`src/rtl/step_motor_pkg.sv`:
```
package step_motor_pkg;

	localparam int SPEED_W = 16;
	localparam int STEP_W = 16;
	localparam int MS_W = 3;
	localparam int AXI_ADDR_W = 12;

	// half-period in clock-enable ticks
	typedef logic [SPEED_W-1:0] speed_t;

	// register map, byte addresses
	localparam logic [AXI_ADDR_W-1:0] REG_CTRL = 12'h000;
	localparam logic [AXI_ADDR_W-1:0] REG_SPEED = 12'h004;
	localparam logic [AXI_ADDR_W-1:0] REG_STEPS = 12'h008;
	localparam logic [AXI_ADDR_W-1:0] REG_STATUS = 12'h00C;
	localparam logic [AXI_ADDR_W-1:0] REG_POSITION = 12'h010;
	localparam logic [AXI_ADDR_W-1:0] REG_RT_SPEED = 12'h014;
	localparam logic [AXI_ADDR_W-1:0] REG_TABLE_MAX = 12'h018;
	localparam logic [AXI_ADDR_W-1:0] REG_STROKE = 12'h01C;
	localparam logic [AXI_ADDR_W-1:0] REG_CLKDIV = 12'h020;

	// table windows, one word per entry
	localparam logic [AXI_ADDR_W-1:0] ACCE_BASE = 12'h400;
	localparam logic [AXI_ADDR_W-1:0] DEAC_BASE = 12'h800;

endpackage
```
`src/rtl/motor_regs_axil.sv`:
```
`timescale 1ns/1ps

module motor_regs_axil
	import step_motor_pkg::*;
#(
	parameter int SPEED_ADDR_W = 8
) (
	input  logic                    clk,
	input  logic                    resetn,
	input  logic [AXI_ADDR_W-1:0]   i_s_axil_awaddr,
	input  logic                    i_s_axil_awvalid,
	output logic                    o_s_axil_awready,
	input  logic [31:0]             i_s_axil_wdata,
	input  logic                    i_s_axil_wvalid,
	output logic                    o_s_axil_wready,
	output logic [1:0]              o_s_axil_bresp,
	output logic                    o_s_axil_bvalid,
	input  logic                    i_s_axil_bready,
	input  logic [AXI_ADDR_W-1:0]   i_s_axil_araddr,
	input  logic                    i_s_axil_arvalid,
	output logic                    o_s_axil_arready,
	output logic [31:0]             o_s_axil_rdata,
	output logic [1:0]              o_s_axil_rresp,
	output logic                    o_s_axil_rvalid,
	input  logic                    i_s_axil_rready,
	output logic                    o_start,
	output logic                    o_stop,
	output speed_t                  o_speed,
	output logic [STEP_W-1:0]       o_steps,
	output logic                    o_dir,
	output logic [MS_W-1:0]         o_ms,
	output logic [SPEED_ADDR_W-1:0] o_acce_max,
	output logic [SPEED_ADDR_W-1:0] o_deac_max,
	output logic [STEP_W-1:0]       o_stroke,
	output logic [15:0]             o_div,
	output logic                    o_acce_wr_en,
	output logic                    o_deac_wr_en,
	output logic [SPEED_ADDR_W-1:0] o_tbl_addr,
	output speed_t                  o_tbl_data,
	input  logic                    i_state,
	input  logic                    i_zpsign,
	input  logic                    i_tpsign,
	input  logic [STEP_W-1:0]       i_position,
	input  speed_t                  i_rt_speed
);

	localparam int TBL_BYTES = 4 << SPEED_ADDR_W;
	localparam logic [1:0] RESP_OKAY = 2'b00;
	localparam logic [1:0] RESP_SLVERR = 2'b10;

	logic wr_go;
	logic rd_go;
	logic wr_acce;
	logic wr_deac;
	logic wr_ok;
	logic rd_ok;
	logic [31:0] rd_word;

	function automatic logic in_window(input logic [AXI_ADDR_W-1:0] addr,
		input logic [AXI_ADDR_W-1:0] base);
		return (int'(addr) >= int'(base)) && (int'(addr) < int'(base) + TBL_BYTES);
	endfunction

	// write needs address and data together
	assign wr_go = i_s_axil_awvalid && i_s_axil_wvalid && !o_s_axil_bvalid;
	assign o_s_axil_awready = wr_go;
	assign o_s_axil_wready = wr_go;
	assign rd_go = i_s_axil_arvalid && !o_s_axil_rvalid;
	assign o_s_axil_arready = !o_s_axil_rvalid;

	assign wr_acce = in_window(i_s_axil_awaddr, ACCE_BASE);
	assign wr_deac = in_window(i_s_axil_awaddr, DEAC_BASE);

	always_comb begin
		case (i_s_axil_awaddr)
			REG_CTRL, REG_SPEED, REG_STEPS, REG_STATUS, REG_POSITION,
			REG_RT_SPEED, REG_TABLE_MAX, REG_STROKE, REG_CLKDIV: wr_ok = 1'b1;
			default: wr_ok = wr_acce || wr_deac;
		endcase
	end

	always_ff @(posedge clk) begin
		if (!resetn) begin
			o_start <= 1'b0;
			o_stop <= 1'b0;
			o_speed <= '0;
			o_steps <= '0;
			o_dir <= 1'b0;
			o_ms <= '0;
			o_acce_max <= '0;
			o_deac_max <= '0;
			o_stroke <= '1;
			o_div <= 16'd7;
		end else begin
			o_start <= 1'b0;
			o_stop <= 1'b0;
			if (wr_go) begin
				case (i_s_axil_awaddr)
					REG_CTRL: begin
						o_start <= i_s_axil_wdata[0];
						o_stop <= i_s_axil_wdata[1];
						o_dir <= i_s_axil_wdata[2];
						o_ms <= i_s_axil_wdata[4 +: MS_W];
					end
					REG_SPEED: o_speed <= i_s_axil_wdata[SPEED_W-1:0];
					REG_STEPS: o_steps <= i_s_axil_wdata[STEP_W-1:0];
					REG_TABLE_MAX: begin
						o_acce_max <= i_s_axil_wdata[SPEED_ADDR_W-1:0];
						o_deac_max <= i_s_axil_wdata[16 +: SPEED_ADDR_W];
					end
					REG_STROKE: o_stroke <= i_s_axil_wdata[STEP_W-1:0];
					REG_CLKDIV: o_div <= i_s_axil_wdata[15:0];
					default: ;
				endcase
			end
		end
	end

	// table window writes
	always_ff @(posedge clk) begin
		if (!resetn) begin
			o_acce_wr_en <= 1'b0;
			o_deac_wr_en <= 1'b0;
		end else begin
			o_acce_wr_en <= wr_go && wr_acce;
			o_deac_wr_en <= wr_go && wr_deac;
		end
	end

	always_ff @(posedge clk) begin
		if (wr_go) begin
			o_tbl_addr <= i_s_axil_awaddr[2 +: SPEED_ADDR_W];
			o_tbl_data <= i_s_axil_wdata[SPEED_W-1:0];
		end
	end

	always_ff @(posedge clk) begin
		if (!resetn)
			o_s_axil_bvalid <= 1'b0;
		else if (wr_go)
			o_s_axil_bvalid <= 1'b1;
		else if (i_s_axil_bready)
			o_s_axil_bvalid <= 1'b0;
	end

	always_ff @(posedge clk) begin
		if (wr_go)
			o_s_axil_bresp <= wr_ok ? RESP_OKAY : RESP_SLVERR;
	end

	// read mux, table windows read as zero
	always_comb begin
		rd_word = '0;
		rd_ok = 1'b1;
		case (i_s_axil_araddr)
			REG_CTRL: begin
				rd_word[2] = o_dir;
				rd_word[4 +: MS_W] = o_ms;
			end
			REG_SPEED: rd_word[SPEED_W-1:0] = o_speed;
			REG_STEPS: rd_word[STEP_W-1:0] = o_steps;
			REG_STATUS: rd_word[2:0] = {i_tpsign, i_zpsign, i_state};
			REG_POSITION: rd_word[STEP_W-1:0] = i_position;
			REG_RT_SPEED: rd_word[SPEED_W-1:0] = i_rt_speed;
			REG_TABLE_MAX: begin
				rd_word[SPEED_ADDR_W-1:0] = o_acce_max;
				rd_word[16 +: SPEED_ADDR_W] = o_deac_max;
			end
			REG_STROKE: rd_word[STEP_W-1:0] = o_stroke;
			REG_CLKDIV: rd_word[15:0] = o_div;
			default: begin
				rd_ok = in_window(i_s_axil_araddr, ACCE_BASE) ||
					in_window(i_s_axil_araddr, DEAC_BASE);
			end
		endcase
	end

	always_ff @(posedge clk) begin
		if (!resetn)
			o_s_axil_rvalid <= 1'b0;
		else if (rd_go)
			o_s_axil_rvalid <= 1'b1;
		else if (i_s_axil_rready)
			o_s_axil_rvalid <= 1'b0;
	end

	always_ff @(posedge clk) begin
		if (rd_go) begin
			o_s_axil_rdata <= rd_word;
			o_s_axil_rresp <= rd_ok ? RESP_OKAY : RESP_SLVERR;
		end
	end

endmodule

```
`config.mk`:
```
export PLATFORM = sky130hd
export DESIGN_NAME = motor_regs_axil
export DESIGN_NICKNAME = d
export VERILOG_FILES = /design/src/rtl/step_motor_pkg.sv /design/src/rtl/motor_regs_axil.sv
export SDC_FILE = /design/constraint.sdc
export NUM_CORES = 1
export LEC_CHECK = 0
export BUFFER_PORTS_ARGS = -buffer_cell sky130_fd_sc_hd__buf_4
export CORE_ASPECT_RATIO = 1.4
export CORE_MARGIN = 3
export CORE_UTILIZATION = 44
export DETAILED_ROUTE_END_ITERATION = 12
export GPL_TIMING_DRIVEN = 0
export PLACE_DENSITY = 0.82
export SETUP_SLACK_MARGIN = 0.1
export SLEW_MARGIN = 20
export SYNTH_ARGS = -nofsm -noshare
export SYNTH_HDL_FRONTEND = slang
export SYNTH_SLANG_ARGS = --single-unit
```
`constraint.sdc`:
```
create_clock -name clk -period 2.3 [get_ports clk]
set_input_delay 0 -clock clk [delete_from_list [all_inputs] [get_ports clk]]
set_output_delay 0 -clock clk [all_outputs]
set_load 0.1 [all_outputs]
```
==> metrics.txt <==
Layout area overhead 49.4%; initial antenna violation count 0; DRT antenna net count 0; WL per Instance between 20 and 25 um; CTS H-tree lvls 4; hpwl dp 18.2 mm; post-place instance area 8450 um^2; CTS tree yes; ys async rst share 0; Post-synth EDFFs 50; number of diodes 0; Crit Path Max Fanout 8; # Max-Cap Violations 0; Crit path largest cell delay between 400 and 500 ps; simple-gate area share of the yosys netlist 0.198; CP Launch Type flop; DIE AREA 16,100 um^2; vias in the first global route 6,627; Cell Rows 51; largest net degree at the start of global routing 26; first-pass GRT wire length 37.5 mm; Top FF cell, synth dfxtp_1; FILL cells 1,089; routability cong. 1.01; hold crit path type in2reg; Worst Path Arrival 2440 ps; status finished, final reports clean; Bufs and invs on worst path 2; Clock Path Buffers 2; worst skew pair latency about 430 ps; synthesized flop and latch total between 100 and 150; final worst path period share 0.910; Syn Area/Cell 10.1 um^2; Req. time, crit path 2650 ps; initial core utilization 0.456; fin crit period 2090 ps; Congestion Overflow GR 0; register area share after synthesis 0.514; Cells after Synth 637; GR Util All Layers 0.308; multiplexer share of the synthesized area 0.102; Cell variety after synth 55; final instance area 9600 um^2; Adder-Cell Fraction of Synth Area 0.00779; Rel. slew slack 0.409; vias per std cell 5.78; Worst Tran Pin Value 874 ps; largest family of logic cells by synthesized area simple AND/OR/NAND/NOR gates; highest-count cells in the layout ignoring fill and taps 248 x buf_4, 89 x dfxtp_1, 76 x nand2_1, 70 x nand3_1, 59 x mux2i_1; final setup skew 8.50 ps; Hold Slack 25.7 ps; Peak supply drop 0.460 mV; Sequential Area 3310 um^2; Via Count 6,610; most common cell after layout, fill and taps aside buf_4; Layout Utilization 0.681; critical path cell sequence nand3b_1 -> clkinvlp_4 -> nand3_1 -> nor4_4 -> buf_4 -> mux2i_1; Worst-path clk slew 70 ps; CP max-delay cell nor4_4; xor/xnor share of the synthesized area 0; complex-gate fraction of the synthesized area 0.126; unrepaired setup endpoints after global routing true; kind of cell adding the most delay to the critical path simple AND/OR/NAND/NOR gates; Leak Pwr ~3.9 nW; DRT Pass-1 Iters 5; Root Buffer clkbuf_16; clock sink count 140; Core Box Area 14,100 um^2; area occupied by multi-input gates 2860 um^2; WL final 25.0 mm; Starting DRT DRC Count 556; Die Ht 149 um; Final Hold Fails 0; Yosys warning total 0; I/O Buffers 230; max-slew violation count 0; CP Capture Type flop; Power Density 684 nW/um^2; mapped cell area 6430 um^2; DRC Markers 0; f_max about 480 MHz; I/O pins 251; layout cells sized above 1 0.335; total CTS buffers 17; Die W around 110 um; crit path kind reg2reg; fin nets 1,048; setup TNS 0 ps; final setup violation count 0
[timing repair]
item / in CTS / in global routing
hold buffers: 44 / 0
pin swaps: 2 / 1
gates cloned: 1 / 0
endpoints found under the setup margin: 84 / 7
gates resized for setup: 3 / 2
hold endpoints to repair: 102 / 0
buffers inserted: 5 / 2
[worst paths after layout]
| path | start | slack [ps] | cells after the start | to |
|---|---|---|---|---|
| max | o_s_axil_bvalid | 210 | 6 | o_speed[2] |
| min | i_s_axil_araddr[11] | 30 | 4 | o_s_axil_rresp[1] |
| max reg2reg | o_s_axil_bvalid | 210 | 6 | o_speed[2] |
| min reg2reg | o_speed[11] | 480 | 2 | o_speed[11] |
[cells by family (layout without fill, tap and decap cells)]
| kind of cell | Yosys count | count (layout) |
|---|---|---|
| simple gates | 235 | 235 |
| flops | 140 | 140 |
| compound gates | 127 | 127 |
| buf+inv | 67 | 380 |
| mux | 63 | 63 |
| fa+ha+maj | 4 | 4 |
| other cells | 1 | 10 |
[metal layers]
layer	GRT usage	share of wire
met1	0.351	0.35
met3	0.0533	0.081
met2	0.542	0.52
met5	0	0
met4	0.167	0.056
[synthesized netlist by cell type, types with 8 or more instances]
| cell | count | area share |
|---|---|---|
| nand2_1 | 76 | 0.044 |
| a22oi_1 | 9 | 0.011 |
| buf_2 | 8 | 0.0062 |
| a21oi_1 | 12 | 0.0093 |
| nand3b_1 | 12 | 0.014 |
| nor2_1 | 8 | 0.0047 |
| mux2i_1 | 59 | 0.092 |
| inv_1 | 9 | 0.0053 |
| a21boi_0 | 22 | 0.026 |
| and2_1 | 9 | 0.0088 |
| dfxtp_1 | 90 | 0.28 |
| buf_4 | 11 | 0.013 |
| o21ai_0 | 56 | 0.044 |
| edfxtp_1 | 50 | 0.23 |
| clkbuf_1 | 32 | 0.019 |
| nand3_1 | 70 | 0.054 |
| and3_1 | 8 | 0.0078 |
[worst reg2reg max path, stage by stage (launching register included)]
cell        delay (ps)
dfxtp_4            340
nand3b_1           310
clkinvlp_4         200
nand3_1            290
nor4_4             420
buf_4              250
mux2i_1            210
[sequential cells by signal, indices dropped and copies added, names as in the netlist, 3 cells and up]
name	count
o_ms	3
o_deac_max	8
o_steps	16
o_stroke	16
o_tbl_addr	8
o_div	16
o_tbl_data	16
o_s_axil_rdata	24
o_acce_max	8
o_speed	16
[stage by stage]
step,power [mW],setup WS [ps],std cells
after global routing,6.72,90.4,1144
after global placement,3.58,-429,1061
after CTS,6.54,159,1143
after detailed placement,3.58,-501,1061
final,6.57,208,1144
after floorplan,3.28,-436,646
[cell type report]
class	instances	area share
flip-flops and latches	140	0.344
multi-input cells	439	0.298
repair buffers	281	0.231
clock buffers	18	0.0469
plain buffers	57	0.0321
well taps	185	0.0241
clock inverters	14	0.0189
inverters	9	0.00391
repair inverters	1	0.000521
[where the power goes]
part / total [mW] / switching, mW / leakage [nW] / internal, mW
Sequential: 2.63 / 0.0149 / 1.21 / 2.61
Combinational: 0.988 / 0.698 / 2.40 / 0.290
Clock: 2.95 / 1.16 / 0.304 / 1.79
Total: 6.57 / 1.87 / 3.91 / 4.70
(Power assumes the default switching activity.)
