[src/rtl/step_motor_pkg.sv]
package step_motor_pkg;

	localparam int SPEED_W = 16;
	localparam int STEP_W = 16;
	localparam int MS_W = 3;
	localparam int AXI_ADDR_W = 12;

	// half-period in clock-enable ticks
	typedef logic [SPEED_W-1:0] speed_t;

	// register map, byte addresses
	localparam logic [AXI_ADDR_W-1:0] REG_CTRL = 12'h000;
	localparam logic [AXI_ADDR_W-1:0] REG_SPEED = 12'h004;
	localparam logic [AXI_ADDR_W-1:0] REG_STEPS = 12'h008;
	localparam logic [AXI_ADDR_W-1:0] REG_STATUS = 12'h00C;
	localparam logic [AXI_ADDR_W-1:0] REG_POSITION = 12'h010;
	localparam logic [AXI_ADDR_W-1:0] REG_RT_SPEED = 12'h014;
	localparam logic [AXI_ADDR_W-1:0] REG_TABLE_MAX = 12'h018;
	localparam logic [AXI_ADDR_W-1:0] REG_STROKE = 12'h01C;
	localparam logic [AXI_ADDR_W-1:0] REG_CLKDIV = 12'h020;

	// table windows, one word per entry
	localparam logic [AXI_ADDR_W-1:0] ACCE_BASE = 12'h400;
	localparam logic [AXI_ADDR_W-1:0] DEAC_BASE = 12'h800;

endpackage
[src/rtl/motor_ramp_core.sv]
`timescale 1ns/1ps

module motor_ramp_core
	import step_motor_pkg::*;
#(
	parameter int SPEED_ADDR_W = 8,
	parameter int REVERSE_DELAY = 4
) (
	input  logic                    clk,
	input  logic                    resetn,
	input  logic                    i_tick,
	input  logic                    i_start,
	input  logic                    i_stop,
	input  speed_t                  i_speed,
	input  logic [STEP_W-1:0]       i_steps,
	input  logic                    i_dir,
	input  logic [MS_W-1:0]         i_ms,
	input  logic [SPEED_ADDR_W-1:0] i_acce_max,
	input  logic [SPEED_ADDR_W-1:0] i_deac_max,
	input  logic [STEP_W-1:0]       i_stroke,
	input  logic                    i_zpd,
	output logic                    o_acce_rd_en,
	output logic [SPEED_ADDR_W-1:0] o_acce_addr,
	input  speed_t                  i_acce_data,
	output logic                    o_deac_rd_en,
	output logic [SPEED_ADDR_W-1:0] o_deac_addr,
	input  speed_t                  i_deac_data,
	output logic                    o_drive,
	output logic                    o_dir,
	output logic [MS_W-1:0]         o_ms,
	output logic                    o_state,
	output logic                    o_zpsign,
	output logic                    o_tpsign,
	output logic [STEP_W-1:0]       o_position,
	output speed_t                  o_rt_speed
);

	localparam logic [1:0] IDLE = 2'b00;
	localparam logic [1:0] PREPARE = 2'b10;
	localparam logic [1:0] RUNNING = 2'b11;
	localparam int RD_W = $clog2(REVERSE_DELAY);

	logic [1:0] state;
	logic start_pend;
	logic stop_pend;
	speed_t req_speed;
	logic [STEP_W-1:0] req_steps;
	logic req_dir;
	logic [MS_W-1:0] req_ms;
	speed_t speed_max;
	speed_t speed_var;
	speed_t speed_cur;
	speed_t speed_cnt;
	logic [STEP_W-1:0] step_cnt;
	logic [STEP_W-1:0] step_remain;
	logic step_done;
	logic [RD_W-1:0] rev_cnt;
	logic [4:0] rd_pipe;
	logic acce_ing;
	logic deac_ing;
	logic drive_d1;
	logic forward;
	logic should_start;
	logic half_done;
	logic step_fall;
	logic run_end;

	assign o_state = state[1];
	assign o_rt_speed = speed_cur;
	assign forward = ~o_dir;
	assign should_start = i_tick && start_pend && !o_state;
	assign half_done = (speed_cnt == '0);
	assign step_fall = i_tick && (state == RUNNING) && half_done && o_drive;
	// end of move, stop command or either end of travel
	assign run_end = stop_pend || (step_done && half_done) ||
		(o_tpsign && forward) || (o_zpsign && !forward);

	always_ff @(posedge clk) begin
		if (!resetn)
			start_pend <= 1'b0;
		else if (start_pend) begin
			if (i_tick)
				start_pend <= 1'b0;
		end else if (i_start && !o_state)
			start_pend <= 1'b1;
	end

	always_ff @(posedge clk) begin
		if (i_start && !start_pend && !o_state) begin
			req_speed <= i_speed;
			req_steps <= i_steps;
			req_dir <= i_dir;
			req_ms <= i_ms;
		end
	end

	always_ff @(posedge clk) begin
		if (!resetn)
			stop_pend <= 1'b0;
		else if (stop_pend) begin
			if (i_tick)
				stop_pend <= 1'b0;
		end else if (i_stop && o_state)
			stop_pend <= 1'b1;
	end

	always_ff @(posedge clk) begin
		if (!resetn) begin
			state <= IDLE;
		end else if (i_tick) begin
			case (state)
				IDLE: begin
					if (start_pend)
						state <= (o_dir == req_dir) ? RUNNING : PREPARE;
				end
				PREPARE: begin
					if (stop_pend)
						state <= IDLE;
					else if (rev_cnt == RD_W'(REVERSE_DELAY - 2))
						state <= RUNNING;
				end
				RUNNING: begin
					if (run_end)
						state <= IDLE;
				end
				default: state <= IDLE;
			endcase
		end
	end

	// reverse delay
	always_ff @(posedge clk) begin
		if (!resetn)
			rev_cnt <= '0;
		else if (i_tick)
			rev_cnt <= (state == PREPARE) ? rev_cnt + 1'b1 : '0;
	end

	always_ff @(posedge clk) begin
		if (!resetn) begin
			o_dir <= 1'b0;
			o_ms <= '0;
		end else if (should_start) begin
			o_dir <= req_dir;
			o_ms <= req_ms;
		end
	end

	always_ff @(posedge clk) begin
		if (should_start)
			speed_max <= req_speed;
	end

	always_ff @(posedge clk) begin
		if (!resetn) begin
			step_cnt <= '0;
			step_remain <= '0;
		end else if (should_start) begin
			step_cnt <= '0;
			step_remain <= req_steps - 1'b1;
		end else if (step_fall) begin
			step_cnt <= step_cnt + 1'b1;
			step_remain <= step_remain - 1'b1;
		end
	end

	// set on the last falling edge, the low level still runs out
	always_ff @(posedge clk) begin
		if (!resetn)
			step_done <= 1'b0;
		else if (i_tick) begin
			if (state != RUNNING)
				step_done <= 1'b0;
			else if (half_done && o_drive && step_remain == '0)
				step_done <= 1'b1;
		end
	end

	// lookup pipeline: clamp, address, read, compare, select
	always_ff @(posedge clk) begin
		if (!resetn)
			rd_pipe <= '0;
		else
			rd_pipe <= {rd_pipe[3:0], should_start || step_fall};
	end

	assign o_acce_rd_en = rd_pipe[2];
	assign o_deac_rd_en = rd_pipe[2];

	always_ff @(posedge clk) begin
		if (rd_pipe[0]) begin
			acce_ing <= (step_cnt < STEP_W'(i_acce_max));
			deac_ing <= (step_remain < STEP_W'(i_deac_max));
		end
		if (rd_pipe[1]) begin
			o_acce_addr <= acce_ing ? step_cnt[SPEED_ADDR_W-1:0] : i_acce_max;
			o_deac_addr <= deac_ing ? step_remain[SPEED_ADDR_W-1:0] : i_deac_max;
		end
		if (rd_pipe[3])
			speed_var <= (i_acce_data > i_deac_data) ? i_acce_data : i_deac_data;
	end

	always_ff @(posedge clk) begin
		if (!resetn)
			speed_cur <= '0;
		else if (rd_pipe[4])
			speed_cur <= (speed_var > speed_max) ? speed_var : speed_max;
	end

	// half-period counter and drive
	always_ff @(posedge clk) begin
		if (!resetn) begin
			speed_cnt <= '0;
			o_drive <= 1'b0;
		end else if (i_tick) begin
			if (state != RUNNING || run_end) begin
				speed_cnt <= '0;
				o_drive <= 1'b0;
			end else if (half_done) begin
				speed_cnt <= speed_cur;
				if (!step_done)
					o_drive <= ~o_drive;
			end else begin
				speed_cnt <= speed_cnt - 1'b1;
			end
		end
	end

	always_ff @(posedge clk) begin
		if (!resetn)
			drive_d1 <= 1'b0;
		else
			drive_d1 <= o_drive;
	end

	always_ff @(posedge clk) begin
		if (!resetn)
			o_zpsign <= 1'b0;
		else if (i_zpd)
			o_zpsign <= 1'b1;
		else if (state == RUNNING && forward)
			o_zpsign <= 1'b0;
	end

	// position moves on each completed step
	always_ff @(posedge clk) begin
		if (!resetn) begin
			o_position <= STEP_W'(1);
		end else if (o_zpsign) begin
			o_position <= STEP_W'(1);
		end else if (drive_d1 && !o_drive) begin
			if (forward) begin
				if (o_position < i_stroke)
					o_position <= o_position + 1'b1;
			end else if (o_position > STEP_W'(1)) begin
				o_position <= o_position - 1'b1;
			end
		end
	end

	assign o_tpsign = (o_position == i_stroke);

endmodule

[config.mk]
export PLATFORM = sky130hd
export DESIGN_NAME = motor_ramp_core
export DESIGN_NICKNAME = d
export VERILOG_FILES = /design/src/rtl/step_motor_pkg.sv /design/src/rtl/motor_ramp_core.sv
export SDC_FILE = /design/constraint.sdc
export NUM_CORES = 1
export LEC_CHECK = 0
export BUFFER_PORTS_ARGS = -buffer_cell sky130_fd_sc_hd__buf_2
export CORE_UTILIZATION = 40
export DETAILED_ROUTE_END_ITERATION = 10
export SYNTH_ARGS = -nofsm -noshare
export SYNTH_HDL_FRONTEND = slang
export SYNTH_SLANG_ARGS = --single-unit
[constraint.sdc]
create_clock -name clk -period 7.2 [get_ports clk]
set_input_delay 1.08 -clock clk [delete_from_list [all_inputs] [get_ports clk]]
set_output_delay 1.08 -clock clk [all_outputs]
set_load 0.005 [all_outputs]
==> impl_metrics.tcl, run 1 <==
set metrics [dict create \
    cts_h_tree_lvls 4 \
    clk-insertion-delay-late_ps 430 \
    timing.critical_path.buf_inv 3 \
    netlist-cell-type-count 67 \
    drtAntennaViolNets 0 \
    syn-cell-area_sq_mm 0.00999 \
    grt_first_pass_wirelength_um 38600 \
    hold_path_startpoint "req_speed[14]$_DFFE_PP_" \
    detailedPlacementHpwl_um 17100 \
    port_buffers 163 \
    placement_rows 57 \
    die_width_um 160 \
    number_of_global_route_vias_before_repair 7630 \
    grtUsageTotal 0.186 \
    finalCritPeriodShare 0.491 \
    cpPeakStageDelay_ps 590 \
    fin_nets 1360 \
    timing.critical_path.mode_cell "buf_2" \
    timing.critical_path.fanout_max 4 \
    yosysWarnings 0 \
    r2r_setup_slack_ps 4190 \
    finClkSkew_ps 13.2 \
    setup_ws_ps 3660 \
    effective_utilization_at_floorplan 0.410 \
    postSynth.asyncResetShare 0 \
    achievable-frequency_ghz 0.283 \
    placed_cell_count 1489 \
    worst_setup_path_start_kind "input port" \
    min_path_cells 0 \
    cts_buffers 17 \
    tritoncts "done" \
    drive_gt1_frac 0.200 \
    register_bit_total_from_synthesis 185 \
    powerDensity_mw_per_mm2 209 \
    insertedDiodeCount 0 \
    core_sq_mm 0.0244 \
    slew-limit-headroom 0.305 \
    worst_r2r_startpoint "state[1]$_SDFFE_PN0P_" \
    worstPathRequired_ps 6120 \
    place_ws_ps 3410 \
    viasPerCell 5.31 \
    fin_util 0.478 \
    maxSlewViolCount 0 \
    finalWeightedCongestion 0.804 \
    tightest_slew_ps 1040 \
    final.min_clock_period_ps 3540 \
    max_ir_drop_vdd_mv 0.154 \
    power.leakage_nw 4.80 \
    syn-num-nets 1219 \
    grt_max_degree 42 \
    r2r-end "step_remain[8]$_SDFFE_PN0P_" \
    areaGrowthSynthToFinish_pct 16.6 \
    hold_buf_cts 0 \
    grt_remaining_overflow 0 \
    clk_transition_reported_paths_ps 70 \
    drtIter0Drc 523 \
    setup_tns_ps 0 \
    outcome "complete, no violations" \
    number_of_standard_cells_in_the_layout_taps_in_and_fillers_out 1521 \
    die_area_sq_mm 0.0256 \
    io_pins 164 \
    path_cells "buf_2, inv_1, ha_1, nand4_1, nor4_1, buf_2" \
    via_count_of_the_routed_design 8072 \
    cpLargestDelayFamily "simple AND/OR/NAND/NOR gates" \
    worst_hold_path.endpoint "speed_max[14]$_DFFE_PN_" \
    grt_antenna_before_repair 0 \
    routed_wire_length_per_instance_um 15.4 \
    arrival_ps 2460 \
    synth-seq-area-share 0.457 \
    drtPass1Iterations 7 \
    post_synth_inst_count 1043 \
    cts.root.buffer_cell "clkbuf_16" \
    synth_enable_flop_cells 86 \
    postCtsResizedCells 0 \
    routed_wl_um 23400 \
    whs_ps 422 \
    synth_top_flop_cell "dfxtp_1" \
    reg2regPathDepth 10 \
    holdCritPathClass "reg2reg" \
    drt_drc_violations_left 0 \
    cts.path.max_buffers 2 \
    cts.sinks 185 \
    critPathKind "in2out" \
    fp.dieH_um 160 \
    final-hold-violation-count 0 \
    setup_viol_count_final 0 \
    post_synth.cell_area_avg_sq_um 9.58 \
    slowest_stage "nor4_1" \
    post-cts-setup-buffers 0 \
    rsz_0062_raised_after_global_routing "false" \
    worst_setup_path_end_kind "output pin" \
    cap_viol_max_count 0 \
]
## logic make-up after synthesis
family,Yosys count,share of synthesized area
buf+inv,126,0.0505
fa+ha+maj,70,0.0876
simple gates,327,0.177
compound gates,266,0.161
mux,28,0.0304
flops,185,0.457
xor+xnor,41,0.0359
## per-layer routing
layer,part of all wire,GRT usage,up-vias,wire (um)
li1,-,-,4137,-
met1,0.49,0.254,3709,11400
met2,0.45,0.295,200,10500
met3,0.041,0.0319,26,968
met4,0.020,0.0671,0,474
met5,0,0,-,0
## placed cells by master (no fill, tap or decap), types with 15 or more instances in the layout
cell type	n
a31oi_1	27
buf_2	163
nand2_1	80
clkbuf_16	17
edfxtp_1	86
a21oi_1	66
xor2_1	20
nand4_1	17
xnor2_1	21
nor2_1	57
dfxtp_1	99
ha_1	70
nor3_1	18
mux2_2	19
o21ai_0	87
nor4_1	15
nand3_1	47
inv_1	77
or3_1	24
## worst max path at each step
stage,startpoint,endpoint,depth (start not counted)
final,i_stroke[13],o_tpsign,6
after global routing,i_tick,step_remain[8]$_SDFFE_PN0P_,11
after CTS,i_stroke[13],o_tpsign,6
after detailed placement,i_tick,step_remain[8]$_SDFFE_PN0P_,11
after global placement,i_tick,step_remain[8]$_SDFFE_PN0P_,11
after floorplan,i_tick,step_remain[8]$_SDFFE_PN0P_,12
## metrics by stage
stage	instance area [sq um]	total power, mW
2_1_floorplan	9990	1.41
4_1_cts	11700	2.46
3_5_place_dp	11100	1.52
3_3_place_gp	11100	1.51
6_report	11700	2.44
5_1_grt	11700	2.55
## where the power goes
| part | internal (mW) | switching (mW) |
|---|---|---|
| Clock | 0.499 | 0.449 |
| Combinational | 0.133 | 0.167 |
| Sequential | 1.15 | 0.0396 |
| Total | 1.78 | 0.656 |
## final cells by class
cell class | count | area [sq um]
inverters | 79 | 297
clock inverters | 15 | 175
well taps | 324 | 405
fillers | 2355 | 12700
multi-input cells | 732 | 4930
clock buffers | 17 | 425
flip-flops and latches | 185 | 4560
repair buffers | 169 | 861
## Yosys cell counts (7+ instances only)
library cell   n  area (sq um)
dfxtp_1       99          1980
o21ai_0       87           435
edfxtp_1      86          2580
nand2_1       80           300
inv_1         77           289
ha_1          70           876
a21oi_1       66           330
nor2_1        57           214
nand3_1       47           235
clkbuf_1      36           135
a31oi_1       27           169
or3_1         24           150
xnor2_1       21           184
xor2_1        20           175
mux2_2        19           214
nor3_1        18          90.1
nand4_1       17           106
nor4_1        15          93.8
a211oi_1      14           105
a21o_1        12          90.1
o2111ai_1     12           105
mux2i_1        9          90.1
and2_1         8          50.1
nand3b_1       7          52.6
o22ai_1        7          43.8
o31ai_1        7          52.6
## flip-flops by register name, summed over array words and instances, names as in the netlist, 2 cells and up
signal	flops
req_ms	3
o_rt_speed	16
o_ms	3
req_speed	16
step_cnt	16
state	2
o_deac_addr	8
speed_var	16
o_position	16
req_steps	16
speed_max	16
o_acce_addr	8
rev_cnt	2
speed_cnt	16
step_remain	16
rd_pipe	5
(Power assumes the default switching activity.)
==> inputs of run 2 (changes only) <==
==> constraint.sdc (replaced) <==
create_clock -name clk -period 3.7 [get_ports clk]
set_input_delay 0.555 -clock clk [delete_from_list [all_inputs] [get_ports clk]]
set_output_delay 0.555 -clock clk [all_outputs]
set_load 0.005 [all_outputs]
==> impl_metrics.tcl, run 2 (synthesis results as in run 1) <==
set metrics [dict create \
    power.total_mw 4.72 \
    routed_wire_length_per_instance_um 15.4 \
    arrival_ps 3160 \
    grtUsageTotal 0.187 \
    r2r_setup_slack_ps 900 \
    effective_utilization_at_floorplan 0.410 \
    drtPass1Iterations 5 \
    hold_path_startpoint "i_speed[0]" \
    finClkSkew_ps 13.4 \
    final.min_clock_period_ps 2800 \
    final-hold-violation-count 0 \
    grt_antenna_before_repair 0 \
    cpLargestDelayFamily "simple AND/OR/NAND/NOR gates" \
    detailedPlacementHpwl_um 17200 \
    placement_rows 57 \
    routed_wl_um 23500 \
    drtAntennaViolNets 0 \
    worst_setup_path_start_kind "flip-flop" \
    io_pins 164 \
    path_cells "ha_1, nand4_1, nor4_1, a21o_1, a21oi_1, or4_1, a21oi_1" \
    outcome "complete, no violations" \
    mostFrequentLayoutCell "buf_2" \
    hold_buf_cts 0 \
    worst_setup_path_end_kind "flip-flop" \
    finalWeightedCongestion 0.818 \
    cts_h_tree_lvls 4 \
    fp.dieH_um 160 \
    grt_remaining_overflow 0 \
    worst_r2r_startpoint "o_position[11]$_SDFFE_PP0P_" \
    grt_max_degree 41 \
    core_sq_mm 0.0244 \
    viasPerCell 5.27 \
    holdCritPathClass "in2reg" \
    post-cts-setup-buffers 0 \
    timing.critical_path.mode_cell "a21oi_1" \
    timing.critical_path.fanout_max 13 \
    setup_viol_count_final 0 \
    r2r-end "state[0]$_SDFFE_PN0P_" \
    final_cell_mix "buf_2 (163), dfxtp_1 (99), o21ai_0 (87)" \
    areaGrowthSynthToFinish_pct 16.7 \
    tritoncts "done" \
    finalCritPeriodShare 0.756 \
    cap_viol_max_count 0 \
    setup_tns_ps 0 \
    whs_ps 283 \
    fin_util 0.478 \
    slowest_stage "nor4_1" \
    postCtsResizedCells 0 \
    cts.path.max_buffers 2 \
    rsz_0062_raised_after_global_routing "false" \
    insertedDiodeCount 0 \
    timing.critical_path.buf_inv 0 \
    worstPathRequired_ps 4070 \
    die_area_sq_mm 0.0256 \
    cts.sinks 185 \
    reg2regPathDepth 7 \
    number_of_global_route_vias_before_repair 7591 \
    cts.root.buffer_cell "clkbuf_16" \
    achievable-frequency_ghz 0.358 \
    cts_buffers 17 \
    tightest_slew_ps 1030 \
    die_width_um 160 \
    drive_gt1_frac 0.203 \
    powerDensity_mw_per_mm2 405 \
    via_count_of_the_routed_design 8042 \
    maxSlewViolCount 0 \
    max_ir_drop_vdd_mv 0.255 \
    drtIter0Drc 459 \
    clk-insertion-delay-late_ps 440 \
    fin_nets 1364 \
    port_buffers 163 \
    min_path_cells 1 \
    slew-limit-headroom 0.314 \
    cpPeakStageDelay_ps 590 \
    grt_first_pass_wirelength_um 38400 \
    drt_drc_violations_left 0 \
    worst_hold_path.endpoint "req_speed[0]$_DFFE_PP_" \
    clk_transition_reported_paths_ps 80 \
    critPathKind "reg2reg" \
    power.leakage_nw 4.81 \
]
[run 2: cell count changes in the layout (fill, tap and decap cells not counted), moves of 2 or more]
cell / delta
clkinv_4: -2
buf_4: +4
clkinv_8: -2
inv_8: +3
[run 2: layout make-up]
cell class                 instances  area, sq um
sequential                       185         4560
clock buffer                      17          425
fill                            2360        12700
clock inverter                    15          158
multi-input combinational        732         4930
inverter                          79          297
tap                              324          405
timing repair buffer             173          891
[run 2: worst max-delay path by stage]
| stage | end | cells past startpoint | slack [ps] | startpoint |
|---|---|---|---|---|
| final | state[0]$_SDFFE_PN0P_ | 7 | 900 | o_position[11]$_SDFFE_PP0P_ |
| after CTS | state[0]$_SDFFE_PN0P_ | 7 | 970 | o_position[11]$_SDFFE_PP0P_ |
| after detailed placement | state[0]$_SDFFE_PN0P_ | 9 | 730 | i_stroke[13] |
| after global routing | step_remain[8]$_SDFFE_PN0P_ | 9 | 710 | state[1]$_SDFFE_PN0P_ |
| after floorplan | step_remain[8]$_SDFFE_PN0P_ | 12 | 150 | i_tick |
| after global placement | o_position[14]$_SDFFE_PP0P_ | 9 | 850 | i_stroke[1] |
[run 2: power by group]
group,switching (mW),internal [mW]
clock network,0.903,0.917
logic,0.327,0.261
registers,0.0742,2.24
total,1.30,3.42
[run 2: per-layer routing]
metal | part of all wire | vias up | GRT usage
met5 | 0 | - | 0
met4 | 0.014 | 0 | 0.0567
met3 | 0.048 | 23 | 0.0335
met2 | 0.46 | 184 | 0.308
met1 | 0.48 | 3692 | 0.249
li1 | - | 4143 | -
[run 2: through the flow]
step,worst slack (ps),instance area (sq um),cells
finish,904,11700,1525
floorplan,152,9990,1043
CTS,971,11700,1525
global route,708,11700,1525
global placement,854,11100,1493
detailed placement,726,11100,1493
[run 2: worst reg2reg max path, stage by stage, from the launching register on]
cell and delay [ps]:
dfxtp_1 410, ha_1 360, nand4_1 140, nor4_1 590, a21o_1 290, a21oi_1 210, or4_1 590, a21oi_1 120
