**config.mk**
```make
export PLATFORM = sky130hd
export DESIGN_NAME = step_clk_divider
export DESIGN_NICKNAME = d
export VERILOG_FILES = /design/src/rtl/step_clk_divider.sv
export SDC_FILE = /design/constraint.sdc
export NUM_CORES = 1
export LEC_CHECK = 0
export BUFFER_PORTS_ARGS = -buffer_cell sky130_fd_sc_hd__buf_2
export CAP_MARGIN = 15
export CORE_ASPECT_RATIO = 0.75
export CORE_MARGIN = 3
export CORE_UTILIZATION = 25
export CTS_BUF_LIST = sky130_fd_sc_hd__clkbuf_8
export DETAILED_ROUTE_END_ITERATION = 8
export HOLD_SLACK_MARGIN = 0.06
export PLACE_DENSITY = 0.47
export SYNTH_ARGS = -nofsm -noshare
export SYNTH_HDL_FRONTEND = slang
export SYNTH_SLANG_ARGS = --single-unit
```
**constraint.sdc**
```tcl
create_clock -name clk -period 2 [get_ports clk]
set_input_delay 0.2 -clock clk [delete_from_list [all_inputs] [get_ports clk]]
set_output_delay 0.2 -clock clk [all_outputs]
set_load 0.005 [all_outputs]
```
**src/rtl/step_clk_divider.sv**
```systemverilog
`timescale 1ns/1ps

module step_clk_divider (
	input  logic        clk,
	input  logic        resetn,
	input  logic [15:0] i_div,
	output logic        o_tick
);

	logic [15:0] cnt;

	// one tick per i_div+1 clocks, new divide count applies at reload
	always_ff @(posedge clk) begin
		if (!resetn) begin
			cnt <= '0;
			o_tick <= 1'b0;
		end else if (cnt == '0) begin
			cnt <= i_div;
			o_tick <= 1'b1;
		end else begin
			cnt <= cnt - 1'b1;
			o_tick <= 1'b0;
		end
	end

endmodule

```
==> impl_summary.log, run 1 <==
[metrics] final period demand of the worst path: 1.63 ns
[metrics] final antenna-violating net count: 0
[metrics] Hold EP: cnt[14]
[metrics] Hold Buf Count CTS: 0
[metrics] number of antenna violations at the first check in global routing: 0
[metrics] RePlAce Congestion: 0.709
[metrics] clk_lat worst skew: ~0.25 ns
[metrics] Post-synth top flop: sky130_fd_sc_hd__dfxtp_1
[metrics] Std-Cell Core Area: 0.00333 sq mm
[metrics] setup repair after global routing missed its margin: no
[metrics] final-report setup violation count: 0
[metrics] launch point of the worst hold path: i_div[14]
[metrics] sequential fraction of the synthesis area: 38.6%
[metrics] total standard cell area after synthesis: 882 sq um
[metrics] class of the tightest hold or removal check: in -> reg
[metrics] headroom to the max-slew limit: 70.4%
[metrics] die outline width: 74.6 um
[metrics] maximum fanout count along the critical path: 4
[metrics] standard cell with the maximum stage delay on the critical path: sky130_fd_sc_hd__or4_4
[metrics] VDD IR-drop max: 415 uV
[metrics] total of warnings raised by yosys: 0
[metrics] area overhead of the layout relative to synthesis: 22.0%
[metrics] r2r endpoint: cnt[10]
[metrics] worst reg2reg path startpoint: cnt[8]
[metrics] via count: 778
[metrics] net count of the finished layout: 141
[metrics] layout cells sized above 1: 28.3%
[metrics] synthesized netlist net count: 119
[metrics] Highest Signal Layer: met4
[metrics] clock tree buffer depth: 2
[metrics] number of buffers and inverters on the critical path: 0
[metrics] critical setup path kind: reg -> reg
[metrics] Setup Fix Bufs, Post-CTS: 0
[metrics] total wirelength of the detailed-routed design: 2020 um
[metrics] average instance area after synthesis: 8.91 sq um
[metrics] share of flip-flops with an asynchronous set or reset after synthesis: 0%
[metrics] TritonCTS clock tree: built
[metrics] Req. time, crit path: ~2.2 ns
[metrics] largest net degree at the start of global routing: 18
[metrics] total length of routed met3 wires: 115 um
[metrics] worst clock skew on the final layout: about 0.0026 ns
[metrics] endpoint type of the worst setup path: flip-flop
[metrics] wire length on met1: between 1000 and 1500 um
[metrics] clock-pin transition on the worst setup and hold timing paths: 0.06 ns
[metrics] static power due to leakage: 0.421 nW
[metrics] outcome: finished, final reports clean
[metrics] wire length of the first global-routing pass: 3370 um
[metrics] final period utilization: 81.4%
[metrics] drt wl/cell: 12.6 um
[metrics] clock sink total: 17
[metrics] total number of placement rows: 18
[metrics] accumulated negative setup slack: 0 ns
[metrics] Die Outline Area: 0.00428 sq mm
[metrics] antenna cells: 0
[metrics] count of distinct cell types in the synthesized netlist: 32
[metrics] DRT Pass-1 Iters: 4
[metrics] number of maximum-capacitance violations: 0
[metrics] worst path arrival time: roughly 1.8 ns
[metrics] number of enable-type register cells in the synthesized netlist: 0
[metrics] number of buffers created by CTS: 3
[metrics] dpl hpwl: ~1500 um
[metrics] reg2reg path depth: 4
[metrics] transition at the pin with the smallest max-transition slack: 0.441 ns
[metrics] reg2reg setup slack: 0.37 ns
[metrics] starting utilization of the core area: roughly a quarter
[metrics] maximum clock rate: ~0.61 GHz
[metrics] clock tree root driver cell: sky130_fd_sc_hd__clkbuf_8
[metrics] FF+latch count, synth: 17
[metrics] Pwr Density: 1730 mW/mm^2
[metrics] number of instances in the synthesized netlist: about 100
[metrics] CP top delay family: simple AND/OR/NAND/NOR gates
[metrics] top-level port count: 19
[metrics] DRC violation total after the first TritonRoute iteration: 32
[metrics] number of filler cells placed in the layout: about 370
[metrics] Remaining Overflow, GRT: 0
[metrics] worst hold slack: 0.229 ns
[metrics] Startpoint Class: flip-flop
[metrics] cell chain of the critical path: or4_4, or3b_1, xor2_1, a21oi_1
[metrics] number of global-route vias before repair: between 700 and 800
[metrics] total track usage: 10.5%
[metrics] Die H: 57.4 um
[metrics] count of cells along the worst hold path: 3
[metrics] number of hold violations in the final report: 0
[metrics] detailed route wirelength on metal2: 826 um
[metrics] peak per-stage delay on the critical path: 0.55 ns
[metrics] max-slew violation count: 0
[metrics] Port Buffers: 18
[metrics] post-route DRC violation count: 0
[metrics] H-Tree Level Count: 1
[metrics] ratio of routed vias to standard cells: approximately 4.9
[metrics] number of instances resized during post-cts repair: 0
[worst max-delay path by stage]
stage	from	to	slack, ns	cells after the start
6_report	cnt[8]	cnt[10]	0.37	4
5_1_grt	cnt[0]	cnt[3]	0.24	7
4_1_cts	cnt[8]	cnt[10]	0.37	4
3_5_place_dp	cnt[8]	cnt[10]	0.38	4
3_3_place_gp	cnt[10]	cnt[11]	0.37	5
2_1_floorplan	cnt[0]	cnt[10]	0.42	6
[stage by stage]
| step | power, mW | cells | utilization, % | area (sq um) | worst slack, ns |
|---|---|---|---|---|---|
| final | 1.86 | 160 | 32.3 | 1080 | 0.372 |
| after global routing | 2.03 | 160 | 32.3 | 1080 | 0.243 |
| after CTS | 1.89 | 160 | 32.3 | 1080 | 0.369 |
| after detailed placement | 1.62 | 156 | 30.9 | 1030 | 0.384 |
| after global placement | 1.61 | 156 | 30.9 | 1030 | 0.371 |
| after floorplan | 1.38 | 99 | - | 882 | 0.421 |
[cell type report]
cell class,instances,area [sq um],area share (%)
timing repair buffer,22,120,11.2
clock inverter,1,3.75,0.349
inverter,4,15.0,1.40
tap,40,50.0,4.65
multi-input combinational,73,505,47.0
clock buffer,3,41.3,3.84
sequential,17,340,31.6
[registers in the layout, summed over array words and instances, names as in the netlist]
| signal | flops |
|---|---|
| o_tick | 1 |
| cnt | 16 |
[worst reg2reg max path: stages, from the launching register on]
cell	delay (ns)
sky130_fd_sc_hd__dfxtp_1	0.36
sky130_fd_sc_hd__or4_4	0.55
sky130_fd_sc_hd__or3b_1	0.38
sky130_fd_sc_hd__xor2_1	0.15
sky130_fd_sc_hd__a21oi_1	0.13
[cells in the mapped netlist, types with 2 or more instances]
cell,instances,share of area [%]
sky130_fd_sc_hd__nor4_2,3,4.3
sky130_fd_sc_hd__inv_1,4,1.7
sky130_fd_sc_hd__xor2_1,5,5.0
sky130_fd_sc_hd__a211oi_1,4,3.4
sky130_fd_sc_hd__xnor2_1,6,6.0
sky130_fd_sc_hd__o21ai_0,9,5.1
sky130_fd_sc_hd__clkbuf_1,3,1.3
sky130_fd_sc_hd__nand3_1,3,1.7
sky130_fd_sc_hd__nor3_2,2,2.3
sky130_fd_sc_hd__ha_1,2,2.8
sky130_fd_sc_hd__dfxtp_1,17,39
sky130_fd_sc_hd__nand2_1,2,0.85
sky130_fd_sc_hd__nand4_1,2,1.4
sky130_fd_sc_hd__nor4_1,2,1.4
sky130_fd_sc_hd__buf_2,2,1.1
sky130_fd_sc_hd__o31ai_1,2,1.7
sky130_fd_sc_hd__nor2_1,8,3.4
sky130_fd_sc_hd__a21oi_1,9,5.1
[logic make-up (layout without fill, tap and decap cells)]
group                    after synthesis  count (layout)  share of synthesized area [%]
adder cells (fa/ha/maj)                2               2                           2.84
AND/OR/NAND/NOR                       31              31                           24.0
XOR/XNOR                              11              11                           10.9
AO/OA/AOI/OAI                         29              29                           19.6
flip-flops                            17              17                           38.6
buffers and inverters                  9              30                           4.11
[placed cells by master (no fill, tap or decap), drive strengths merged, types with 3 or more instances in the layout]
master  count
o21ai      10
xnor2       6
clkbuf      3
a211oi      4
buf        22
nor4        5
xor2        5
a21oi       9
inv         5
nor2        8
nand3       3
dfxtp      17
[metal layers]
metal	vias to the layer above	GRT usage, %
met5	-	0
met4	0	3.81
met3	2	3.87
met2	16	14.0
met1	356	15.2
li1	404	-
[where the power goes]
| group | leakage [nW] | internal [mW] | switching, mW |
|---|---|---|---|
| clock network | 0.0269 | 0.136 | 0.111 |
| logic | 0.254 | 0.475 | 0.482 |
| registers | 0.140 | 0.487 | 0.168 |
No activity file was read; power rests on OpenSTA's default activity.
==> inputs of run 2 (changes only) <==
clock period = 1.6 ns   (was 2 ns; I/O delays follow)
==> impl_summary.log, run 2 (synthesized netlist as in run 1, its figures left out) <==
[metrics] via count: ~830
[metrics] Req. time, crit path: ~1.8 ns
[metrics] Most flops, register: cnt
[metrics] Remaining Overflow, GRT: 0
[metrics] post-route DRC violation count: 0
[metrics] worst path arrival time: 1.75 ns
[metrics] starting utilization of the core area: approximately a quarter
[metrics] number of buffers and inverters on the critical path: 0
[metrics] ratio of routed vias to standard cells: ~4.8
[metrics] clk_lat worst skew: ~0.25 ns
[metrics] H-Tree Level Count: 1
[metrics] top-level port count: 19
[metrics] area overhead of the layout relative to synthesis: 41.3%
[metrics] DRT Pass-1 Iters: 4
[metrics] final core utilization: 37.4%
[metrics] final period demand of the worst path: 1.56 ns
[metrics] antenna cells: 0
[metrics] final period utilization: 97.8%
[metrics] peak per-stage delay on the critical path: around 0.54 ns
[metrics] number of hold violations in the final report: 0
[metrics] headroom to the max-slew limit: 81.8%
[metrics] cell chain of the critical path: or4_4, or3b_4, xor2_2, a21oi_1
[metrics] Std-Cell Core Area: 0.00333 sq mm
[metrics] clock tree root driver cell: sky130_fd_sc_hd__clkbuf_8
[metrics] Largest register FFs: 16
[metrics] worst clock skew on the final layout: 0.00162 ns
[metrics] number of global-route vias before repair: 787
[metrics] Hold Buf Count CTS: 0
[metrics] Die H: 57.4 um
[metrics] maximum fanout count along the critical path: 2
[metrics] layout cells sized above 1: a little under half
[metrics] transition at the pin with the smallest max-transition slack: 0.269 ns
[metrics] standard cell with the maximum stage delay on the critical path: sky130_fd_sc_hd__or4_4
[metrics] CP top delay family: simple AND/OR/NAND/NOR gates
[metrics] most used cells in the layout excluding fill and tap cells: 20 x sky130_fd_sc_hd__buf_2, 14 x sky130_fd_sc_hd__dfxtp_1, 10 x sky130_fd_sc_hd__buf_4
[metrics] max-slew violation count: 0
[metrics] outcome: finished, final reports clean
[metrics] final-report setup violation count: 0
[metrics] clock-pin transition on the worst setup and hold timing paths: approximately 0.07 ns
[metrics] drt wl/cell: roughly 14 um
[metrics] VDD IR-drop max: 640 uV
[metrics] Port Buffers: 18
[metrics] dpl hpwl: 1610 um
[metrics] worst hold slack: 0.172 ns
[metrics] critical setup path kind: reg -> reg
[metrics] number of maximum-capacitance violations: 0
[metrics] Startpoint Class: flip-flop
[metrics] maximum clock rate: approximately 0.64 GHz
[metrics] class of the tightest hold or removal check: in -> reg
[metrics] endpoint type of the worst setup path: flip-flop
[metrics] accumulated negative setup slack: 0 ns
[metrics] static power due to leakage: 0.494 nW
[metrics] largest net degree at the start of global routing: 18
[metrics] clock sink total: 17
[metrics] number of filler cells placed in the layout: 344
[metrics] net count of the finished layout: approximately 150
[metrics] biggest registers after layout: cnt (16), o_tick (1)
[metrics] number of buffers created by CTS: 3
[metrics] total number of placement rows: 18
[metrics] Die Outline Area: 0.00428 sq mm
[metrics] final antenna-violating net count: 0
[metrics] DRC violation total after the first TritonRoute iteration: 42
[metrics] RePlAce Congestion: 0.823
[metrics] post-layout total power: 2.82 mW
[metrics] number of antenna violations at the first check in global routing: 0
[metrics] total wirelength of the detailed-routed design: 2370 um
[metrics] clock tree buffer depth: 2
[metrics] Pwr Density: 2260 mW/mm^2
[metrics] TritonCTS clock tree: built
[metrics] total track usage: 11.7%
[metrics] wire length of the first global-routing pass: 3800 um
[metrics] most common cell after layout, fill and taps aside: sky130_fd_sc_hd__buf_2
[metrics] die outline width: 74.6 um
[metrics] setup repair after global routing missed its margin: yes
run 2: layout make-up:
cell class | instances | area, sq um | area share (%)
timing repair buffer | 33 | 218 | 17.5
sequential | 17 | 347 | 27.8
clock inverter | 1 | 3.75 | 0.301
clock buffer | 3 | 41.3 | 3.31
multi-input combinational | 73 | 572 | 45.9
tap | 40 | 50.0 | 4.02
inverter | 4 | 15.0 | 1.20
run 2: tightest hold or removal path: stages:
cell and delay (ns):
sky130_fd_sc_hd__buf_2 0.07, sky130_fd_sc_hd__o21ai_1 0.06, sky130_fd_sc_hd__a21oi_1 0.09
run 2: routing by layer:
| metal | up-vias | global-route usage (%) | part of all wire [%] |
|---|---|---|---|
| li1 | 425 | - | - |
| met1 | 387 | 17.7 | 54 |
| met2 | 17 | 15.1 | 42 |
| met3 | 0 | 4.23 | 4.1 |
| met4 | 0 | 3.81 | 0 |
| met5 | - | 0 | 0 |
run 2: worst paths after layout:
kind	depth (start not counted)	endpoint	slack, ns	startpoint
max	4	cnt[10]	0.04	cnt[8]
min	3	cnt[10]	0.17	i_div[10]
max reg2reg	4	cnt[10]	0.04	cnt[8]
min reg2reg	2	cnt[15]	0.51	cnt[15]
run 2: metrics by stage:
| step | setup WS (ns) | instance area (sq um) | cells |
|---|---|---|---|
| floorplan | 0.0209 | 882 | 99 |
| global placement | -0.00218 | 1080 | 163 |
| detailed placement | -0.0364 | 1080 | 163 |
| CTS | 0.0163 | 1130 | 167 |
| global route | -0.0287 | 1250 | 171 |
| finish | 0.0355 | 1250 | 171 |
run 2: power by group:
part | internal (mW) | switching (mW) | total, mW
Sequential | 0.618 | 0.200 | 0.818
Combinational | 0.894 | 0.787 | 1.68
Clock | 0.170 | 0.150 | 0.320
Total | 1.68 | 1.14 | 2.82
run 2: repair_timing:
action                                  4_1_cts  5_1_grt
cloned                                        0        2
endpoints found under the setup margin        2       16
pin swaps                                     0        2
resized for setup                             1       21
setup buffers                                 0        2
==> inputs of run 3 (changes only) <==
--- a/config.mk
+++ b/config.mk
@@ -12,3 +12,2 @@
 export CORE_UTILIZATION = 25
-export CTS_BUF_LIST = sky130_fd_sc_hd__clkbuf_8
 export DETAILED_ROUTE_END_ITERATION = 8
--- a/constraint.sdc
+++ b/constraint.sdc
@@ -3,2 +3,2 @@
 set_output_delay 0.16 -clock clk [all_outputs]
-set_load 0.005 [all_outputs]
+set_load 0.1 [all_outputs]
==> impl_summary.log, run 3 (synthesized netlist as in run 1, its figures left out) <==
[metrics] top-level port count: 19
[metrics] maximum clock rate: 0.639 GHz
[metrics] area occupied by multi-input gates: roughly 570 sq um
[metrics] Port Buffers: 18
[metrics] Std-Cell Core Area: between 0.003 and 0.004 sq mm
[metrics] Req. time, crit path: 1.78 ns
[metrics] via count: 829
[metrics] Pwr Density: 2290 mW/mm^2
[metrics] Largest register FFs: 16
[metrics] static power due to leakage: between 0.4 and 0.5 nW
[metrics] DRC violation total after the first TritonRoute iteration: 39
[metrics] headroom to the max-slew limit: about two thirds
[metrics] dpl cell area: 0.00108 sq mm
[metrics] Die Outline Area: 0.00428 sq mm
[metrics] TritonCTS clock tree: built
[metrics] final period demand of the worst path: roughly 1.6 ns
[metrics] number of maximum-capacitance violations: 0
[metrics] die outline width: around 75 um
[metrics] worst reg2reg path startpoint: cnt[8]
[metrics] transition at the pin with the smallest max-transition slack: 0.483 ns
[metrics] total track usage: a little under an eighth
[metrics] Die H: 57.4 um
[metrics] H-Tree Level Count: 1
[metrics] biggest registers after layout: cnt (16), o_tick (1)
[metrics] clock tree root driver cell: sky130_fd_sc_hd__clkbuf_8
[metrics] r2r endpoint: cnt[10]
[metrics] total wirelength of the detailed-routed design: 2370 um
[metrics] final antenna-violating net count: 0
[metrics] number of filler cells placed in the layout: 344
[metrics] clock tree buffer depth: 2
[metrics] reg2reg path depth: 4
[metrics] total number of placement rows: 18
[metrics] VDD IR-drop max: 645 uV
[metrics] Remaining Overflow, GRT: 0
[metrics] number of hold violations in the final report: 0
[metrics] outcome: finished, final reports clean
[metrics] launch point of the worst hold path: i_div[10]
[metrics] critical setup path kind: reg -> reg
[metrics] dpl hpwl: 1610 um
[metrics] final core utilization: roughly 37%
[metrics] worst path arrival time: 1.75 ns
[metrics] post-layout total power: 2.85 mW
[metrics] accumulated negative setup slack: 0 ns
[metrics] antenna cells: 0
[metrics] class of the tightest hold or removal check: in -> reg
[metrics] maximum fanout count along the critical path: 2
[metrics] clock sink total: 17
[metrics] area used by sequential logic in the layout: 347 sq um
[metrics] post-route DRC violation count: 0
[metrics] count of cells along the worst hold path: 3
[metrics] reg2reg setup slack: 0.04 ns
[metrics] Startpoint Class: flip-flop
[metrics] drt wl/cell: 13.9 um
[metrics] ratio of routed vias to standard cells: 4.85
[metrics] setup repair after global routing missed its margin: yes
[metrics] number of antenna violations at the first check in global routing: 0
[metrics] DRT Pass-1 Iters: 4
[metrics] clock-pin transition on the worst setup and hold timing paths: 0.07 ns
[metrics] final design area excluding fillers: 0.00125 sq mm
[metrics] Hold EP: cnt[10]
[metrics] max-slew violation count: 0
[metrics] layout cells sized above 1: between 40% and 50%
[metrics] final period utilization: a little under 100%
[metrics] number of global-route vias before repair: 787
[metrics] most used cells in the layout excluding fill and tap cells: 20 x sky130_fd_sc_hd__buf_2, 14 x sky130_fd_sc_hd__dfxtp_1, 10 x sky130_fd_sc_hd__buf_4
[metrics] most common cell after layout, fill and taps aside: sky130_fd_sc_hd__buf_2
[metrics] area overhead of the layout relative to synthesis: 41.3%
[metrics] largest net degree at the start of global routing: 18
[metrics] number of buffers created by CTS: 3
[metrics] endpoint type of the worst setup path: flip-flop
[metrics] starting utilization of the core area: between 20% and 30%
[metrics] worst clock skew on the final layout: 0.00190 ns
[metrics] final-report setup violation count: 0
[metrics] net count of the finished layout: 152
[metrics] clk_lat worst skew: between 0.2 and 0.3 ns
[metrics] Most flops, register: cnt
[metrics] RePlAce Congestion: 0.823
[metrics] wire length of the first global-routing pass: 3800 um
run 3: cell count changes in the layout (fill, tap and decap cells not counted), sizes merged:
| cell | change |
|---|---|
| clkbuf | +1 |
| inv | -1 |
run 3: worst max-delay path by stage:
stage                       from      end  slack, ns  cells after the start
after floorplan           cnt[0]  cnt[10]       0.02                      6
after global placement    cnt[1]  cnt[11]     -0.002                      4
after detailed placement  cnt[1]  cnt[15]      -0.04                      3
after CTS                 cnt[0]   cnt[3]       0.02                      7
after global routing      cnt[1]   cnt[3]      -0.03                      7
final                     cnt[8]  cnt[10]       0.04                      4
run 3: per-stage QoR:
stage               std cells  setup WS [ns]  hold slack [ns]
floorplan                  99         0.0209            0.304
global placement          163       -0.00218            0.439
detailed placement        163        -0.0364            0.451
CTS                       167         0.0163            0.190
global route              171        -0.0287            0.191
finish                    171         0.0351            0.172
run 3: repair_timing:
action | 4_1_cts | 5_1_grt
cloned | 0 | 2
endpoints found under the setup margin | 2 | 16
hold buffers | 0 | 0
setup buffers | 0 | 2
resized for setup | 1 | 21
pin swaps | 0 | 2
run 3: where the power goes:
| part | switching, mW | leakage [nW] | internal [mW] | total [mW] |
|---|---|---|---|---|
| combinational | 0.815 | 0.326 | 0.894 | 1.71 |
| clock | 0.150 | 0.0228 | 0.177 | 0.326 |
| sequential | 0.200 | 0.141 | 0.618 | 0.818 |
run 3: routing by layer:
layer / up-vias / global-route usage (%) / routed length [um]
met4: 0 / 3.81 / 0
met2: 17 / 15.1 / 1010
met3: 0 / 4.23 / 97
met5: - / 0 / 0
met1: 387 / 17.7 / 1270
li1: 425 / - / -
run 3: worst max-delay path, stage by stage, from the launching register on:
cell and delay (ns):
sky130_fd_sc_hd__dfxtp_1 0.31, sky130_fd_sc_hd__or4_4 0.54, sky130_fd_sc_hd__or3b_4 0.40, sky130_fd_sc_hd__xor2_2 0.14, sky130_fd_sc_hd__a21oi_1 0.10
run 3: layout make-up:
class / instances / share of cell area (%)
multi-input cells: 73 / 45.9
clock buffers: 4 / 3.61
flip-flops and latches: 17 / 27.8
repair buffers: 33 / 17.5
inverters: 4 / 1.20
well taps: 40 / 4.02
